$ cat src/source/fetch_cfg.svh
`ifndef FETCH_CFG_SVH
`define FETCH_CFG_SVH

// first fetch address out of reset
`define FETCH_RESET_PC 32'hbfc0_0000

// exception vector, used for every exception redirect
`define FETCH_EXC_ENTRY 32'hbfc0_0380

// program counter width
`define FETCH_ADDR_W 32

`endif

$ cat src/source/bus_pkg.sv
`default_nettype none

package bus_pkg;

    // master side of the instruction bus, wishbone classic, read only
    typedef struct packed {
        logic        cyc;
        logic        stb;
        // always low, the front end never writes
        logic        we;
        // doubleword aligned byte address
        logic [31:0] adr;
    } ibus_req_t;

    // slave side of the instruction bus
    typedef struct packed {
        logic        ack;
        // lower word holds the instruction at adr, upper word the one at adr+4
        logic [63:0] dat;
    } ibus_resp_t;

endpackage

`default_nettype wire

$ cat src/source/pipe_pkg.sv
`default_nettype none

`include "fetch_cfg.svh"

package pipe_pkg;

    // fetch request in flight between pc select and the bus
    typedef struct packed {
        logic                     valid;
        logic [`FETCH_ADDR_W-1:0] pc;
        // either low pc bit set, no bus cycle is made
        logic                     bad_addr;
    } fetch1_t;

    // one instruction slot
    typedef struct packed {
        logic                     valid;
        logic [`FETCH_ADDR_W-1:0] pc;
        logic [31:0]              raw_instr;
        // address exception, raw_instr is zero
        logic                     exc;
    } slot_t;

    // slot 0 is the older instruction
    typedef struct packed {
        slot_t [1:0] slot;
    } fetch_pair_t;

    // one cycle pulse from the back end
    typedef struct packed {
        logic                     valid;
        // target ignored, the exception entry is used
        logic                     is_exc;
        logic [`FETCH_ADDR_W-1:0] target;
    } redirect_t;

endpackage

`default_nettype wire

$ cat src/source/pipe_reg.sv
`timescale 1ns/1ps
`default_nettype none

module pipe_reg #(
    parameter type T = logic
) (
    input  wire logic clk,
    input  wire logic reset,
    input  wire logic en,
    input  wire logic flush,
    input  wire T     d,
    output T          q
);

    // flush wins over a load in the same cycle
    always_ff @(posedge clk) begin
        if (reset || flush) begin
            q <= '0;
        end else if (en) begin
            q <= d;
        end
    end

    // a stalled stage must keep its payload
    hold_when_idle_a: assert property (
        @(posedge clk)
        !reset && !en && !flush |=> $stable(q)
    ) else $error("pipe_reg: q changed while not enabled");

endmodule

`default_nettype wire

$ cat src/source/pc_select.sv
`timescale 1ns/1ps
`default_nettype none

`include "fetch_cfg.svh"

module pc_select (
    input  wire logic                clk,
    input  wire logic                reset,
    input  wire pipe_pkg::redirect_t redirect,
    input  wire logic                advance,
    output pipe_pkg::fetch1_t        f1_next
);

    logic [`FETCH_ADDR_W-1:0] pc_q;
    logic [`FETCH_ADDR_W-1:0] pend_target;
    logic [`FETCH_ADDR_W-1:0] cur_pc;
    logic [`FETCH_ADDR_W-1:0] succ_pc;
    logic [`FETCH_ADDR_W-1:0] redir_target;
    logic                     pend_q;
    logic                     pend_exc_q;
    logic                     take_new;

    // a pending redirect replaces the sequential pc
    assign cur_pc = pend_q ? pend_target : pc_q;

    // upper word of a doubleword only yields one slot
    assign succ_pc = cur_pc[2] ? cur_pc + `FETCH_ADDR_W'd4 : cur_pc + `FETCH_ADDR_W'd8;

    assign redir_target = redirect.is_exc ? `FETCH_EXC_ENTRY : redirect.target;

    // a branch never displaces an exception that is still waiting
    assign take_new = redirect.valid && !(pend_q && pend_exc_q && !redirect.is_exc);

    // a redirect always lands in the pending latch.
    // a request accepted in the same cycle is flushed downstream,
    // so the advance is ignored then
    always_ff @(posedge clk) begin
        if (reset) begin
            pc_q       <= `FETCH_RESET_PC;
            pend_q     <= 1'b0;
            pend_exc_q <= 1'b0;
        end else if (redirect.valid) begin
            pend_q <= 1'b1;
            if (take_new) begin
                pend_exc_q <= redirect.is_exc;
            end
        end else if (advance) begin
            pc_q       <= succ_pc;
            pend_q     <= 1'b0;
            pend_exc_q <= 1'b0;
        end
    end

    always_ff @(posedge clk) begin
        if (take_new) begin
            pend_target <= redir_target;
        end
    end

    always_comb begin
        f1_next.valid    = 1'b1;
        f1_next.pc       = cur_pc;
        f1_next.bad_addr = |cur_pc[1:0];
    end

endmodule

`default_nettype wire

$ cat src/source/ibus_master.sv
`timescale 1ns/1ps
`default_nettype none

`include "fetch_cfg.svh"

module ibus_master (
    input  wire logic                     clk,
    input  wire logic                     reset,
    input  wire logic                     start,
    input  wire logic [`FETCH_ADDR_W-1:0] adr_in,
    output logic                          busy,
    output bus_pkg::ibus_req_t            ibus_req,
    input  wire bus_pkg::ibus_resp_t      ibus_resp,
    input  wire logic                     drop,
    output logic                          data_valid,
    output logic [63:0]                   data,
    input  wire logic                     take
);

    typedef enum logic [1:0] {
        S_IDLE,
        S_WAIT,
        S_HOLD
    } state_t;

    state_t      state;
    logic [31:0] adr_q;
    logic [63:0] hold_data;
    logic        drop_q;
    logic        done;
    logic        start_ok;

    // current result is consumed or thrown away this cycle
    assign done = (state == S_WAIT && ibus_resp.ack && (take || drop || drop_q))
               || (state == S_HOLD && (take || drop));

    // a request raised together with a redirect is stale
    assign start_ok = start && !drop;

    assign busy = !(state == S_IDLE || done);

    always_ff @(posedge clk) begin
        if (reset) begin
            state  <= S_IDLE;
            adr_q  <= '0;
            drop_q <= 1'b0;
        end else if (state == S_IDLE || done) begin
            drop_q <= 1'b0;
            if (start_ok) begin
                state <= S_WAIT;
                adr_q <= {adr_in[31:3], 3'b000};
            end else begin
                state <= S_IDLE;
            end
        end else if (state == S_WAIT) begin
            if (ibus_resp.ack) begin
                state <= S_HOLD;
            end else if (drop) begin
                // cycle must still finish, result is discarded
                drop_q <= 1'b1;
            end
        end
    end

    // downstream stalled at ack time
    always_ff @(posedge clk) begin
        if (state == S_WAIT && ibus_resp.ack) begin
            hold_data <= ibus_resp.dat;
        end
    end

    assign data_valid = (state == S_WAIT && ibus_resp.ack && !drop_q && !drop)
                     || (state == S_HOLD && !drop);
    assign data = (state == S_HOLD) ? hold_data : ibus_resp.dat;

    always_comb begin
        ibus_req.cyc = (state == S_WAIT);
        ibus_req.stb = (state == S_WAIT);
        ibus_req.we  = 1'b0;
        ibus_req.adr = adr_q;
    end

    // wishbone classic, strobe and address held until the slave acks
    stb_stable_a: assert property (
        @(posedge clk) disable iff (reset)
        ibus_req.stb && !ibus_resp.ack |=> ibus_req.stb && $stable(ibus_req.adr)
    ) else $error("ibus_master: request changed before ack");

endmodule

`default_nettype wire

$ cat src/source/fetch_align.sv
`timescale 1ns/1ps
`default_nettype none

module fetch_align (
    input  wire pipe_pkg::fetch1_t f1,
    input  wire logic              data_valid,
    input  wire logic [63:0]       data,
    output pipe_pkg::fetch_pair_t  pair,
    output logic                   pair_ok
);

    logic [31:0] word_lo;
    logic [31:0] word_hi;
    logic        upper;

    assign word_lo = data[31:0];
    assign word_hi = data[63:32];
    assign upper   = f1.pc[2];

    // bad address needs no bus data
    assign pair_ok = f1.valid && (f1.bad_addr || data_valid);

    always_comb begin
        pair = '0;

        // slot 0, the instruction at pc itself
        pair.slot[0].valid = pair_ok;
        pair.slot[0].pc    = f1.pc;
        pair.slot[0].exc   = f1.bad_addr;
        if (f1.bad_addr) begin
            pair.slot[0].raw_instr = '0;
        end else if (upper) begin
            pair.slot[0].raw_instr = word_hi;
        end else begin
            pair.slot[0].raw_instr = word_lo;
        end

        // slot 1 only when pc starts the doubleword
        if (pair_ok && !f1.bad_addr && !upper) begin
            pair.slot[1].valid     = 1'b1;
            pair.slot[1].pc        = f1.pc + 32'd4;
            pair.slot[1].raw_instr = word_hi;
            pair.slot[1].exc       = 1'b0;
        end
    end

endmodule

`default_nettype wire

$ cat src/source/fetch_frontend.sv
`timescale 1ns/1ps
`default_nettype none

module fetch_frontend (
    input  wire logic                clk,
    input  wire logic                reset,
    output bus_pkg::ibus_req_t       ibus_req,
    input  wire bus_pkg::ibus_resp_t ibus_resp,
    input  wire pipe_pkg::redirect_t redirect,
    output pipe_pkg::fetch_pair_t    pair,
    output logic                     pair_valid,
    input  wire logic                pair_ready
);

    pipe_pkg::fetch1_t     f1_next;
    pipe_pkg::fetch1_t     f1_q;
    pipe_pkg::fetch_pair_t pair_d;
    logic                  advance;
    logic                  busy;
    logic                  data_valid;
    logic [63:0]           data;
    logic                  pair_ok;
    logic                  take;
    logic                  stall;
    logic                  f1_free;

    assign pair_valid = pair.slot[0].valid;

    // output pair held while downstream is not ready
    assign stall = pair_valid && !pair_ready;

    // in-flight stage empty, or its result moves to out_reg now
    assign f1_free = !f1_q.valid || (pair_ok && !stall);

    // misaligned pc needs no bus, so it ignores busy
    assign advance = f1_free && (f1_next.bad_addr || !busy);

    assign take = f1_q.valid && !f1_q.bad_addr && pair_ok && !stall;

    pc_select pc_select_i (
        .clk      (clk),
        .reset    (reset),
        .redirect (redirect),
        .advance  (advance),
        .f1_next  (f1_next)
    );

    // emptied when its fetch completes with nothing new behind it
    pipe_reg #(.T(pipe_pkg::fetch1_t)) f1_reg (
        .clk   (clk),
        .reset (reset),
        .en    (advance),
        .flush (redirect.valid || (f1_free && !advance)),
        .d     (f1_next),
        .q     (f1_q)
    );

    ibus_master ibus_master_i (
        .clk        (clk),
        .reset      (reset),
        .start      (advance && !f1_next.bad_addr),
        .adr_in     (f1_next.pc),
        .busy       (busy),
        .ibus_req   (ibus_req),
        .ibus_resp  (ibus_resp),
        .drop       (redirect.valid),
        .data_valid (data_valid),
        .data       (data),
        .take       (take)
    );

    fetch_align fetch_align_i (
        .f1         (f1_q),
        .data_valid (data_valid),
        .data       (data),
        .pair       (pair_d),
        .pair_ok    (pair_ok)
    );

    pipe_reg #(.T(pipe_pkg::fetch_pair_t)) out_reg (
        .clk   (clk),
        .reset (reset),
        .en    (!stall),
        .flush (redirect.valid),
        .d     (pair_d),
        .q     (pair)
    );

endmodule

`default_nettype wire

$ cat config.mk
export PLATFORM = sky130hd
export DESIGN_NAME = fetch_frontend
export DESIGN_NICKNAME = d
export VERILOG_FILES = /design/src/source/bus_pkg.sv /design/src/source/pipe_pkg.sv /design/src/source/pipe_reg.sv /design/src/source/pc_select.sv /design/src/source/ibus_master.sv /design/src/source/fetch_align.sv /design/src/source/fetch_frontend.sv
export VERILOG_INCLUDE_DIRS = /design/src /design/src/source
export SDC_FILE = /design/constraint.sdc
export NUM_CORES = 1
export LEC_CHECK = 0
export BUFFER_PORTS_ARGS = -buffer_cell sky130_fd_sc_hd__buf_2
export CORE_ASPECT_RATIO = 0.7
export CORE_UTILIZATION = 51
export CTS_BUF_LIST = sky130_fd_sc_hd__clkbuf_16
export CTS_CLUSTER_DIAMETER = 80
export CTS_CLUSTER_SIZE = 14
export DETAILED_ROUTE_END_ITERATION = 8
export PLACE_DENSITY = 0.88
export SLEW_MARGIN = 10
export SYNTH_ARGS = -nofsm -noshare
export SYNTH_HDL_FRONTEND = slang
export SYNTH_HIERARCHICAL = 1
export SYNTH_SLANG_ARGS = --single-unit
$ cat constraint.sdc
create_clock -name clk -period 3.3 [get_ports clk]
set_input_delay 0.66 -clock clk [delete_from_list [all_inputs] [get_ports clk]]
set_output_delay 0.66 -clock clk [all_outputs]
set_load 0.01 [all_outputs]
==> flow_metrics.py, run 1 <==
metrics = {
    "synthesis": {
        "syn_area_mm2": 0.01563,
        "ys_types": 73,
        "ys_ff_latch": 327,
        "synth_edf_count": 96,
        "ys_seq_area_share_pct": 48.02,
        "dominantRegCellSynth": "dfxtp_1",
        "yosysWarnings": 6,
        "avgSynthCellArea_um2": 10.76,
        "synthArstFlopShare_pct": 0,
        "synthCells": 1453,
    },
    "clocking": {
        "cts-root-buf": "clkbuf_16",
        "clk-insertion-delay-late_ps": 560,
        "cts_made_buffers": 27,
        "clockBufferDepth": 3,
        "htreeDepth": 1,
        "cts.sinks": 327,
        "postCtsSetupRepairBufs": 0,
        "cts_tree": "yes",
        "clk_pin_slew_ps": 70,
        "postCtsHoldBufs": 0,
    },
    "finish": {
        "area_growth_pct": 12.16,
        "final_cells": 2068,
        "layout-drive-gt1-share_pct": 27.43,
        "layout_common_cells": "buf_2 (265), mux2i_1 (243), nor2_1 (231), dfxtp_1 (228), edfxtp_1 (96)",
        "final_common_cell": "buf_2",
        "num-nets-final": 1743,
    },
    "critical_path": {
        "crit_path_start_kind": "flip-flop",
        "r2r_start": "ibus_master_i/state[0]",
        "path_cells": "and2b_2 > a21oi_1 > nor2_1 > o21ai_0 > inv_1 > and4b_2 > nor3b_1 > a211oi_1 > inv_1 > nand2b_1 > nor2b_4 > nor2b_2 > buf_4 > or3_1 > o31ai_1 > a211oi_1",
        "cp-end-kind": "flip-flop",
        "slowest_delay_ps": 390,
        "worstPathMaxFanout": 9,
        "arrival_ps": 3410,
        "cp_slowest_cell": "dfxtp_2",
        "worstPathRequired_ps": 3720,
        "critical-path-top-delay-family": "simple AND/OR/NAND/NOR gates",
        "path_buf_inv": 3,
        "worstSetupPathType": "flip-flop to flip-flop",
        "critPathLaunch": "ibus_master_i/state[0]",
    },
    "power": {
        "p_per_area_mw_per_mm2": 477.8,
        "power_frac_clock_pct": 34.9,
        "p_leak_nw": 8.227,
        "ir_worst_vdd_v": 0.0003611,
        "seqPwrFrac_pct": 53.1,
        "power_switching_mw": 2.144,
        "swShare_pct": 25.59,
        "p_total_mw": 8.378,
        "power_frac_comb_pct": 12.0,
        "internal_power_mw": 6.235,
    },
    "grt": {
        "antenna_found_initial": 1,
        "grt_overflow": 0,
        "grt_pass1_wl_um": 59600,
        "grt_pass1_vias": 10950,
        "grt_max_degree": 133,
        "track_usage_pct": 23.78,
    },
    "sta": {
        "setup_tns_ps": 0,
        "worstMarginPinSlew_ps": 973.9,
        "rsz0062_at_grt": "false",
        "min_period_ps": 2983,
        "skew_ps": 21.75,
        "max_freq_mhz": 335.2,
        "final_hold_viol_count": 0,
        "drv_slew": 0,
        "setup_slack_ps": 316.9,
        "period_share_pct": 90.40,
        "relSlewSlack_pct": 35.08,
        "setup_viol": 0,
    },
    "job": {
        "cap_violations": 0,
    },
    "floorplanning": {
        "pin_count": 270,
        "row_count": 53,
        "chipWidth_um": 211.3,
        "start_util_pct": 51.93,
        "die_area_mm2": 0.03137,
        "die_height_um": 148.5,
        "core_mm2": 0.03011,
    },
    "worst_hold_path": {
        "min_path_type": "input port to flip-flop",
        "hp-start": "ibus_resp[27]",
    },
    "drt": {
        "first_pass_iters": 5,
        "postRouteAntennaNets": 0,
        "drc_errors": 0,
        "first_iter_violations": 773,
        "wire_per_inst_um": 18.54,
        "viasPerCell": 5.487,
        "drt_wl_total_um": 38330,
        "vias": 11350,
    },
    "status": {
        "status": "finished clean",
    },
    "placement": {
        "portBuffers": 265,
        "hpwl_um": 26530,
        "gp_congestion": 0.8772,
        "placedCellCount": 2022,
        "place_ws_ps": -72.11,
    },
}
==> power groups by stage <==
stage,Sequential (mW),Combinational [mW],Clock [mW]
after global routing,4.46,1.09,3.16
after global placement,4.53,0.963,0
after floorplan,4.52,0.748,0
after detailed placement,4.53,0.996,0
after CTS,4.44,1.00,3.00
final,4.45,1.01,2.93
==> registers in the layout (all words and copies together) (netlist names) <==
register	count
out_reg/q	132
ibus_master_i/hold_data	64
f1_reg/q	34
pc_select_i/pend_target	32
pc_select_i/pc_q	31
ibus_master_i/adr_q	29
ibus_master_i/state	2
ibus_master_i/drop_q	1
pc_select_i/pend_exc_q	1
pc_select_i/pend_q	1
==> timing repair <==
item	CTS	global route
hold endpoints to repair	0	0
setup endpoints to repair	0	8
resized for setup	0	4
==> per-layer routing <==
metal	share of wire, %	global-route usage [%]
met4	2.1	6.159
met3	7.7	5.807
met5	0	0
met1	45	33.00
met2	45	37.07
==> final cells by class <==
cell class	instances	area [µm²]
well taps	412	515.5
clock buffers	27	675.6
flip-flops and latches	327	7511
fillers	2547	12570
multi-input cells	974	7059
repair buffers	294	1635
clock inverters	18	80.08
inverters	15	56.30
diodes	1	2.502
==> cell families (layout without fill, tap and decap cells) <==
family,count (synthesis),after routing,share of synthesized area [%]
simple gates,547,547,18.55
mux,329,329,21.75
flops,327,327,48.02
buf+inv,155,354,7.026
compound gates,79,79,3.809
xor+xnor,11,11,0.6162
other cells,3,7,0.07202
fa+ha+maj,2,2,0.1600
==> final timing paths <==
| path | endpoint | slack (ps) | cells past startpoint |
|---|---|---|---|
| min reg2reg | pc_select_i/pc_q[18] | 470 | 2 |
| max | pc_select_i/pc_q[29] | 320 | 16 |
| min | ibus_master_i/hold_data[27] | 290 | 1 |
| max reg2reg | pc_select_i/pc_q[29] | 320 | 16 |
==> metrics by stage <==
stage | utilization, % | hold WS, ps | area, µm²
after floorplan | - | 431.3 | 15650
after global placement | 55.69 | 444.8 | 16770
after detailed placement | 55.69 | 463.2 | 16770
after CTS | 58.20 | 260.7 | 17520
after global routing | 58.25 | 260.9 | 17540
final | 58.25 | 288.4 | 17540
==> Yosys cell counts (all sizes together), types with 26 or more instances <==
cell / count / share of area, %
nand2b: 64 / 2.7
nand3: 35 / 1.2
nor2b: 26 / 1.0
mux2i: 243 / 16
mux2: 86 / 6.2
and2: 52 / 2.1
edfxtp: 96 / 18
dfxtp: 231 / 30
buf: 100 / 5.7
nand2: 36 / 0.86
clkbuf: 40 / 0.98
nor2: 231 / 5.5
(Power assumes the default switching activity.)
==> run 2: changes to the inputs <==
--- a/config.mk
+++ b/config.mk
@@ -7,8 +7,10 @@
 export NUM_CORES = 1
 export LEC_CHECK = 0
 export BUFFER_PORTS_ARGS = -buffer_cell sky130_fd_sc_hd__buf_2
+export CELL_PAD_IN_SITES_DETAIL_PLACEMENT = 1
+export CELL_PAD_IN_SITES_GLOBAL_PLACEMENT = 1
 export CORE_ASPECT_RATIO = 0.7
-export CORE_UTILIZATION = 51
+export CORE_UTILIZATION = 40
 export CTS_BUF_LIST = sky130_fd_sc_hd__clkbuf_16
 export CTS_CLUSTER_DIAMETER = 80
 export CTS_CLUSTER_SIZE = 14
==> flow_metrics.py, run 2 (synthesis gave the netlist of run 1 again) <==
metrics = {
    "placement": {
        "dpl_cell_area_mm2": 0.01694,
        "portBuffers": 265,
        "hpwl_um": 30950,
        "gp_congestion": 0.8692,
        "placedCellCount": 2144,
    },
    "clocking": {
        "htreeDepth": 1,
        "clk-insertion-delay-late_ps": 560,
        "clockBufferDepth": 3,
        "cts_made_buffers": 27,
        "cts-root-buf": "clkbuf_16",
        "clk_pin_slew_ps": 80,
        "cts_tree": "yes",
        "cts.sinks": 327,
    },
    "sta": {
        "drv_slew": 0,
        "skew_ps": 18.70,
        "period_share_pct": 94.82,
        "relSlewSlack_pct": 32.07,
        "worstMarginPinSlew_ps": 1019,
        "min_period_ps": 3129,
        "final_hold_viol_count": 0,
        "setup_viol": 0,
        "setup_tns_ps": 0,
        "rsz0062_at_grt": "true",
        "max_freq_mhz": 319.6,
    },
    "grt": {
        "grt_overflow": 0,
        "grt_max_degree": 133,
        "grt_pass1_wl_um": 68700,
        "antenna_found_initial": 3,
        "grt_pass1_vias": 12030,
        "track_usage_pct": 21.63,
    },
    "critical_path": {
        "worstPathRequired_ps": 3760,
        "cp-end-kind": "flip-flop",
        "worstPathMaxFanout": 8,
        "worstSetupPathType": "flip-flop to flip-flop",
        "arrival_ps": 3590,
        "crit_path_start_kind": "flip-flop",
    },
    "floorplanning": {
        "pin_count": 270,
        "die_area_mm2": 0.03989,
        "start_util_pct": 40.68,
        "core_mm2": 0.03844,
        "die_height_um": 167.4,
        "chipWidth_um": 238.3,
        "row_count": 60,
    },
    "finish": {
        "layout-drive-gt1-share_pct": 27.66,
        "final_cells": 2192,
        "fin_util_pct": 46.06,
        "fillCellCount": 4347,
        "final_cell_area_mm2": 0.01771,
        "area_growth_pct": 13.24,
        "largest_register": "out_reg/q",
        "largest_register_ffs": 132,
        "final_common_cell": "buf_2",
        "layout_common_cells": "buf_2 (265), mux2i_1 (243), nor2_1 (231), dfxtp_1 (227), edfxtp_1 (96)",
        "num-nets-final": 1750,
        "reg_top3": "out_reg/q: 132 flops, ibus_master_i/hold_data: 64 flops, f1_reg/q: 34 flops",
    },
    "power": {
        "p_leak_nw": 8.257,
        "p_total_mw": 8.472,
        "p_per_area_mw_per_mm2": 478.5,
        "ir_worst_vdd_v": 0.0004410,
    },
    "drt": {
        "first_pass_iters": 6,
        "viasPerCell": 5.235,
        "drc_errors": 0,
        "first_iter_violations": 636,
        "drt_wl_total_um": 44270,
        "postRouteAntennaNets": 0,
        "vias": 11480,
        "wire_per_inst_um": 20.20,
    },
    "job": {
        "cap_violations": 0,
    },
    "worst_hold_path": {
        "min_path_type": "input port to flip-flop",
    },
    "status": {
        "status": "finished clean",
    },
}
-- run 2: worst max-delay path: stages, from the launching register on --
cell and delay [ps]:
dfxtp_2 390, and2b_2 240, a21oi_1 170, nor2_1 80, o21ai_0 220, inv_1 110
and4b_2 270, nor3b_1 270, a211oi_1 100, inv_1 80, nand2b_1 90, nor2b_4 150
nand2b_1 160, nor2_1 110, buf_4 180, nand4_1 90, mux2i_1 70, nor3_1 240
-- run 2: layer usage --
layer	track usage (%)	share of wire, %	wire [µm]
met2	35.48	47	20700
met5	0	0.025	11
met1	28.56	45	19810
met4	6.410	2.7	1190
met3	4.649	5.8	2566
-- run 2: area by class of cell --
cell class,count,area (µm²),area share [%]
antenna,2,5.005,0.02827
inverter,15,56.30,0.3180
tap,527,659.4,3.724
clock buffer,27,675.6,3.816
timing repair buffer,301,1663,9.392
sequential,327,7512,42.43
multi-input combinational,974,7056,39.85
clock inverter,19,78.83,0.4452
-- run 2: path summary, 6_finish.rpt --
path	start	endpoint	slack (ps)	cells after the start
hold reg to reg	pc_select_i/pc_q[18]	pc_select_i/pc_q[18]	480	2
setup / recovery	ibus_master_i/state[0]	pc_select_i/pc_q[25]	170	17
hold / removal	ibus_resp[33]	ibus_master_i/hold_data[33]	280	1
setup reg to reg	ibus_master_i/state[0]	pc_select_i/pc_q[25]	170	17
-- run 2: power by group --
group	internal [mW]	leakage (nW)	switching, mW
Sequential	4.31	2.77	0.144
Clock	1.47	0.435	1.51
Combinational	0.445	5.05	0.582
Total	6.23	8.26	2.24
-- run 2: timing repair --
action                                  in CTS  in global routing
endpoints found under the setup margin       0                 39
buffers inserted                             0                  0
hold buffers                                 0                  0
resized for setup                            0                  2
-- run 2: through the flow --
step / setup WS, ps / hold WS (ps)
2_1_floorplan: 29.62 / 431.3
3_3_place_gp: 154.4 / 446.9
3_5_place_dp: -138.0 / 462.4
4_1_cts: 114.8 / 249.7
5_1_grt: -2.856 / 253.8
6_report: 170.9 / 284.7
